[src/include/rx_config.svh]
// ==============================
// shared sizes for the 14443-A receive path
// byte width, bit counter width and the
// testbench wait limit
// ==============================

`ifndef RX_CONFIG_SVH
`define RX_CONFIG_SVH

// data bits in one byte before its odd parity bit
`define RX_BYTE_BITS 8

// the bit counter must reach RX_BYTE_BITS so it needs one extra bit
`define RX_CNT_W 4

// no testbench wait loop may spin for longer than this many cycles
`define RX_WAIT_LIMIT 200

`endif

[src/rtl/rx_event_pkg.sv]
// ==============================
// decoder side types
// decoded bit slot, frame event and the
// Miller decoder state
// ==============================

`include "rx_config.svh"

package rx_event_pkg;

    // output of the sequence stage for one symbol
    // at most one of soc, eoc, seq_err and bit_valid is set in a cycle
    typedef struct packed {
        logic soc;
        logic eoc;
        logic seq_err;
        logic bit_valid;
        logic value;
    } rx_bit_t;

    // frame decoder output contract
    // data_bits is only nonzero for a short final byte flagged with eoc
    typedef struct packed {
        logic                     soc;
        logic                     eoc;
        logic                     sequence_error;
        logic                     parity_error;
        logic                     data_valid;
        logic [2:0]               data_bits;
        logic [`RX_BYTE_BITS-1:0] data;
    } frame_event_t;

    // the decoder remembers whether the last symbol stood for a zero or a one
    typedef enum logic [1:0] {
        ST_IDLE       = 2'd0,
        ST_AFTER_ZERO = 2'd1,
        ST_AFTER_ONE  = 2'd2
    } seq_state_e;

endpackage

[src/rtl/rx_symbol_pkg.sv]
// ==============================
// line side types
// modified Miller sequence codes and the
// symbol payload that travels with req
// ==============================

package rx_symbol_pkg;

    // sequences as reported by the pause detector
    // SEQ_ERR covers any pause pattern that is not X, Y or Z
    typedef enum logic [1:0] {
        SEQ_X   = 2'd0,
        SEQ_Y   = 2'd1,
        SEQ_Z   = 2'd2,
        SEQ_ERR = 2'd3
    } miller_seq_e;

    // one symbol as offered over the four phase handshake
    typedef struct packed {
        miller_seq_e seq;
    } rx_symbol_t;

endpackage

[src/rtl/byte_assemble.sv]
// ==============================
// byte assembly and odd parity check
// builds one frame event per cycle
// from the decoded bit stream
// ==============================

`timescale 1ns/1ns
`include "rx_config.svh"

module byte_assemble
    import rx_event_pkg::*;
(
    input  logic         clk,
    input  logic         rst_n,
    input  rx_bit_t      dbit,
    output frame_event_t event_out
);

    // count value at which the next bit is the parity bit
    localparam logic [`RX_CNT_W-1:0] FULL_CNT = `RX_CNT_W'(`RX_BYTE_BITS);

    logic [`RX_BYTE_BITS-1:0] shift_q;
    logic [`RX_CNT_W-1:0]     cnt_q;
    // xor of every bit of the current byte including the parity bit
    logic                     par_q;

    // data arrives LSB first so each bit enters at the top and moves down
    always_ff @(posedge clk) begin
        if (dbit.bit_valid && (cnt_q != FULL_CNT)) begin
            shift_q <= {dbit.value, shift_q[`RX_BYTE_BITS-1:1]};
        end
    end

    always_ff @(posedge clk) begin
        if (!rst_n) begin
            cnt_q     <= '0;
            par_q     <= 1'b0;
            event_out <= '0;
        end else begin
            event_out <= '0;
            if (dbit.soc) begin
                event_out.soc <= 1'b1;
                cnt_q         <= '0;
                par_q         <= 1'b0;
            end else if (dbit.seq_err) begin
                // whatever was collected of this byte is thrown away
                event_out.sequence_error <= 1'b1;
                cnt_q                    <= '0;
                par_q                    <= 1'b0;
            end else if (dbit.eoc) begin
                event_out.eoc <= 1'b1;
                if (cnt_q == FULL_CNT) begin
                    // eight data bits but the parity bit never came
                    event_out.parity_error <= 1'b1;
                end else if (cnt_q != '0) begin
                    // short last byte, right aligned so the low bits hold the data
                    event_out.data_valid <= 1'b1;
                    event_out.data_bits  <= cnt_q[2:0];
                    event_out.data       <= shift_q >> (FULL_CNT - cnt_q);
                end
                cnt_q <= '0;
                par_q <= 1'b0;
            end else if (dbit.bit_valid) begin
                if (cnt_q == FULL_CNT) begin
                    // this is the parity bit, the total must have an odd count of ones
                    if (par_q ^ dbit.value) begin
                        event_out.data_valid <= 1'b1;
                        event_out.data       <= shift_q;
                    end else begin
                        event_out.parity_error <= 1'b1;
                    end
                    cnt_q <= '0;
                    par_q <= 1'b0;
                end else begin
                    cnt_q <= cnt_q + 1'b1;
                    par_q <= par_q ^ dbit.value;
                end
            end
        end
    end

endmodule

[src/rtl/iso14443a_rx.sv]
// ==============================
// ISO 14443-A receive frame decoder
// capture, Miller decode and byte stages
// ==============================

`timescale 1ns/1ns

module iso14443a_rx
    import rx_symbol_pkg::*;
    import rx_event_pkg::*;
(
    input  logic         clk,
    input  logic         rst_n,
    input  logic         req,
    input  rx_symbol_t   sym,
    output logic         ack,
    output frame_event_t event_out
);

    // one symbol per strobe from the handshake stage
    logic       sym_strobe;
    rx_symbol_t sym_q;

    // decoded bit or frame marker, one cycle after the strobe
    rx_bit_t    dbit;

    symbol_capture u_capture (
        .clk        (clk),
        .rst_n      (rst_n),
        .req        (req),
        .sym        (sym),
        .ack        (ack),
        .sym_strobe (sym_strobe),
        .sym_q      (sym_q)
    );

    sequence_decode u_decode (
        .clk        (clk),
        .rst_n      (rst_n),
        .sym_strobe (sym_strobe),
        .sym_q      (sym_q),
        .dbit       (dbit)
    );

    byte_assemble u_assemble (
        .clk       (clk),
        .rst_n     (rst_n),
        .dbit      (dbit),
        .event_out (event_out)
    );

endmodule

[src/rtl/sequence_decode.sv]
// ==============================
// modified Miller sequence decoder
// soc, eoc and sequence error detection
// data bits delayed by one symbol
// ==============================

`timescale 1ns/1ns

module sequence_decode
    import rx_symbol_pkg::*;
    import rx_event_pkg::*;
(
    input  logic       clk,
    input  logic       rst_n,
    input  logic       sym_strobe,
    input  rx_symbol_t sym_q,
    output rx_bit_t    dbit
);

    seq_state_e state_q;

    // the most recent bit is held back until the next bit shows up
    // so that the logic 0 in front of the end sequence never leaves this stage
    logic pend_valid_q;
    logic pend_value_q;

    always_ff @(posedge clk) begin
        if (!rst_n) begin
            state_q      <= ST_IDLE;
            pend_valid_q <= 1'b0;
            dbit         <= '0;
        end else begin
            // every flag in dbit is a single cycle pulse
            dbit <= '0;
            if (sym_strobe) begin
                if (state_q == ST_IDLE) begin
                    // only a Z starts a frame, anything else is line noise
                    if (sym_q.seq == SEQ_Z) begin
                        dbit.soc     <= 1'b1;
                        state_q      <= ST_AFTER_ZERO;
                        pend_valid_q <= 1'b0;
                    end
                end else begin
                    case (sym_q.seq)
                        SEQ_X: begin
                            // logic 1 is always an X
                            dbit.bit_valid <= pend_valid_q;
                            dbit.value     <= pend_value_q & pend_valid_q;
                            pend_valid_q   <= 1'b1;
                            pend_value_q   <= 1'b1;
                            state_q        <= ST_AFTER_ONE;
                        end
                        SEQ_Y: begin
                            if (state_q == ST_AFTER_ONE) begin
                                // logic 0 following a 1 is sent as Y
                                dbit.bit_valid <= pend_valid_q;
                                dbit.value     <= pend_value_q & pend_valid_q;
                                pend_valid_q   <= 1'b1;
                                pend_value_q   <= 1'b0;
                                state_q        <= ST_AFTER_ZERO;
                            end else begin
                                // Y after a 0 closes the frame
                                // and the pending 0 was the end of frame bit
                                dbit.eoc     <= 1'b1;
                                pend_valid_q <= 1'b0;
                                state_q      <= ST_IDLE;
                            end
                        end
                        SEQ_Z: begin
                            if (state_q == ST_AFTER_ZERO) begin
                                // logic 0 following a 0 is sent as Z
                                dbit.bit_valid <= pend_valid_q;
                                dbit.value     <= pend_value_q & pend_valid_q;
                                pend_valid_q   <= 1'b1;
                                pend_value_q   <= 1'b0;
                            end else begin
                                // Z may never follow an X
                                dbit.seq_err <= 1'b1;
                                pend_valid_q <= 1'b0;
                                state_q      <= ST_IDLE;
                            end
                        end
                        default: begin
                            // an invalid symbol inside a frame aborts it without eoc
                            dbit.seq_err <= 1'b1;
                            pend_valid_q <= 1'b0;
                            state_q      <= ST_IDLE;
                        end
                    endcase
                end
            end
        end
    end

endmodule

[src/rtl/symbol_capture.sv]
// ==============================
// four phase req/ack receiver
// one sym_strobe and one registered
// symbol per completed handshake
// ==============================

`timescale 1ns/1ns

module symbol_capture
    import rx_symbol_pkg::*;
(
    input  logic       clk,
    input  logic       rst_n,
    input  logic       req,
    input  rx_symbol_t sym,
    output logic       ack,
    output logic       sym_strobe,
    output rx_symbol_t sym_q
);

    // waiting for req, or holding ack until the source lets go of req
    typedef enum logic {
        CAP_WAIT = 1'b0,
        CAP_ACK  = 1'b1
    } cap_state_e;

    cap_state_e state_q;

    // ack is simply the registered state so it never glitches
    assign ack = (state_q == CAP_ACK);

    always_ff @(posedge clk) begin
        if (!rst_n) begin
            state_q    <= CAP_WAIT;
            sym_strobe <= 1'b0;
        end else begin
            sym_strobe <= 1'b0;
            case (state_q)
                CAP_WAIT: begin
                    // a new request, so take it exactly once
                    if (req) begin
                        state_q    <= CAP_ACK;
                        sym_strobe <= 1'b1;
                    end
                end
                default: begin
                    // stay here however long the source keeps req high
                    if (!req) begin
                        state_q <= CAP_WAIT;
                    end
                end
            endcase
        end
    end

    // the symbol is sampled on the same edge that raises ack and sym_strobe
    always_ff @(posedge clk) begin
        if ((state_q == CAP_WAIT) && req) begin
            sym_q <= sym;
        end
    end

endmodule

[config.mk]
export PLATFORM = sky130hd
export DESIGN_NAME = iso14443a_rx
export DESIGN_NICKNAME = d
export VERILOG_FILES = /design/src/rtl/rx_event_pkg.sv /design/src/rtl/rx_symbol_pkg.sv /design/src/rtl/byte_assemble.sv /design/src/rtl/iso14443a_rx.sv /design/src/rtl/sequence_decode.sv /design/src/rtl/symbol_capture.sv
export VERILOG_INCLUDE_DIRS = /design/src /design/src/include
export SDC_FILE = /design/constraint.sdc
export NUM_CORES = 1
export LEC_CHECK = 0
export CAP_MARGIN = 0
export CORE_MARGIN = 10
export CORE_UTILIZATION = 55
export DETAILED_ROUTE_END_ITERATION = 6
export DONT_BUFFER_PORTS = 1
export PLACE_DENSITY = 0.73
export SETUP_SLACK_MARGIN = 0.5
export SKIP_CTS_REPAIR_TIMING = 1
export SYNTH_ARGS = -nofsm -noshare
export SYNTH_HDL_FRONTEND = slang
export SYNTH_SLANG_ARGS = --single-unit
[constraint.sdc]
create_clock -name clk -period 1.8 [get_ports clk]
set_input_delay 0.36 -clock clk [delete_from_list [all_inputs] [get_ports clk]]
set_output_delay 0.36 -clock clk [all_outputs]
set_load 0.01 [all_outputs]
==> qor.csv <==
metric;value;unit
outcome;finished clean;
die_y;76.9;um
final.setup.tns;0;ns
worst_pin_slew;0.373;ns
drc;0;
r2r_start;u_assemble.cnt_q[0]$_SDFFE_PP0P_;
endpoint_kind;flip-flop;
avgSynthCellArea;10.9;um^2
setup_viol;0;
core;0.00308;mm^2
ir_drop;0.556;mV
drive_gt1_share;34.6;%
synth_cell_types;41;
crit_start;u_assemble.cnt_q[0]$_SDFFE_PP0P_;
crit_required;2.09;ns
syn_nets;175;
min_path_cells;0;
grt_pass1_vias;1178;
routed_wl;3.61;mm
grt_pass1_wl;5.53;mm
yosysWarnings;0;
synth-simple-area-share;20.6;%
die_w;76.9;um
area_growth_syn_to_layout;19.5;%
final_common_cell;dfxtp_1;
arrival;1.86;ns
track_usage;11.6;%
synth_xor_xnor_area_share;2.95;%
synthMuxAreaShare;6.47;%
syn_area;0.00178;mm^2
insertion_delay;0.35;ns
insertedDiodeCount;0;
filler_cell_count;235;
pin_count;22;
dr.first_iter.drc_count;87;
leakagePower;0.798;nW
ys_ff_latch;42;
slew_headroom;75.0;%
cts_tree;done;
synthAdderAreaFrac;4.92;%
cts_sinks;42;
final_hold_viol_count;0;
routedWlPerCell;16.0;um
rsz0062_at_grt;yes;
finClkSkew;0.00727;ns
crit_path_start_kind;flip-flop;
grt_max_degree;15;
dieArea;0.00591;mm^2
path_max_fanout;5;
nets;193;
synth-seq-area-share;53.4;%
via_per_inst;5.47;
async_flop_share;0;%
cap_violations;0;
cts_max_path_buffers;2;
path_clk_slew;0.12;ns
initial_core_util;57.8;%
antenna_left;0;
rr_worst_depth;5;
grt.overflow.total;0;
powerDensity;692;mW/mm^2
synth_edf_count;11;
port_buffers;0;
cts_max_level;2;
row_count;20;
netlist_instances;163;
synth_top_family_by_area;simple AND/OR/NAND/NOR gates;
most-common-layout-cells;dfxtp_1 (27), buf_4 (15), nand2_1 (13);
ys.flop_type;dfxtp_1;
dp_hpwl;2.34;mm
clockRootBuffer;clkbuf_4;
synth_compound_area_share;8.72;%
num_vias;1236;
drv_slew;0;
dr.pass1.iters;4;
antenna_found_initial;0;
gp_congestion;0.877;
hp-start;sym[1];
min_period;1.57;ns
period_share;87.1;%
cts-buffers-inserted;5;
hold_class;input pin to flip-flop;
worstSetupPathType;flip-flop to flip-flop;
utilization;69.1;%
max_freq;638;MHz
## cell families (layout without fill, tap and decap cells)
logic type      Yosys count  after routing
mux                       9              9
fa+ha+maj                 7              7
compound gates           21             21
flops                    42             42
simple gates             65             65
buf+inv                  13             32
xor+xnor                  6              6
## sequential cells by signal, indices dropped and copies added (netlist names)
register	flops
u_assemble.cnt_q	4
u_assemble.event_out	16
u_assemble.par_q	1
u_assemble.shift_q	8
u_capture.ack	1
u_capture.sym_q	2
u_capture.sym_strobe	1
u_decode.dbit	5
u_decode.pend_valid_q	1
u_decode.pend_value_q	1
u_decode.state_q	2
## worst max-delay path: stages, from the launching register on
cell and delay, ns:
dfxtp_4 0.38, inv_6 0.06, ha_4 0.17, xor2_4 0.23, mux4_2 0.53, o2bb2ai_1 0.14
## final timing paths
check | endpoint | slack, ns
setup reg to reg | u_assemble.event_out[1]$_SDFF_PP0_ | 0.23
hold / removal | u_capture.sym_q[1]$_DFFE_PP_ | 0.09
setup / recovery | u_assemble.event_out[1]$_SDFF_PP0_ | 0.23
hold reg to reg | u_decode.dbit[1]$_SDFF_PP0_ | 0.51
## through the flow
step / std cells / total power (W) / worst slack (ns) / hold slack, ns / instance area, um^2
after floorplan: 163 / 0.00103 / 0.249 / 0.449 / 1850
after global placement: 204 / 0.00104 / 0.220 / 0.459 / 1890
after detailed placement: 204 / 0.00104 / 0.165 / 0.459 / 1890
after CTS: 212 / 0.00147 / 0.137 / 0.0821 / 1940
after global routing: 226 / 0.00154 / 0.144 / 0.0568 / 2130
final: 226 / 0.00147 / 0.232 / 0.0919 / 2130
## layer usage
metal | routed length (um) | track usage [%] | vias up
met5 | 0 | 0 | -
met4 | 54 | 5.39 | 0
met3 | 334 | 7.23 | 6
met2 | 1700 | 16.9 | 38
met1 | 1530 | 13.1 | 591
li1 | - | - | 601
## area by class of cell
class,count,area (um^2),area share (%)
inverter,7,31.3,1.47
tap,44,55.1,2.59
clock buffer,8,48.8,2.29
timing repair buffer,17,135,6.35
multi-input combinational,108,896,42.1
sequential,42,961,45.2
## synth_stat cells (3+ instances only)
master     number  share of area (%)
nor3_1          5                1.4
nand2b_1        5                1.8
nand2_1        14                3.0
nand3_1         4                1.1
dfxtp_1        31                 35
and2_1          5                1.8
mux2i_1         7                3.9
ha_1            7                4.9
nor2_1         12                2.5
xor2_1          4                2.0
inv_1           7                1.5
and2_2          3                1.3
nor2b_1         5                1.8
a21oi_1         4                1.1
edfxtp_1       11                 19
o2bb2ai_1       4                2.0
clkbuf_1        4               0.84
## power by group
group / internal (W) / switching (W)
Combinational: 0.0000233 / 0.0000240
Sequential: 0.000970 / 0.0000102
Clock: 0.000156 / 0.000289
Total: 0.00115 / 0.000323
Power figures use the tool's default switching activity.
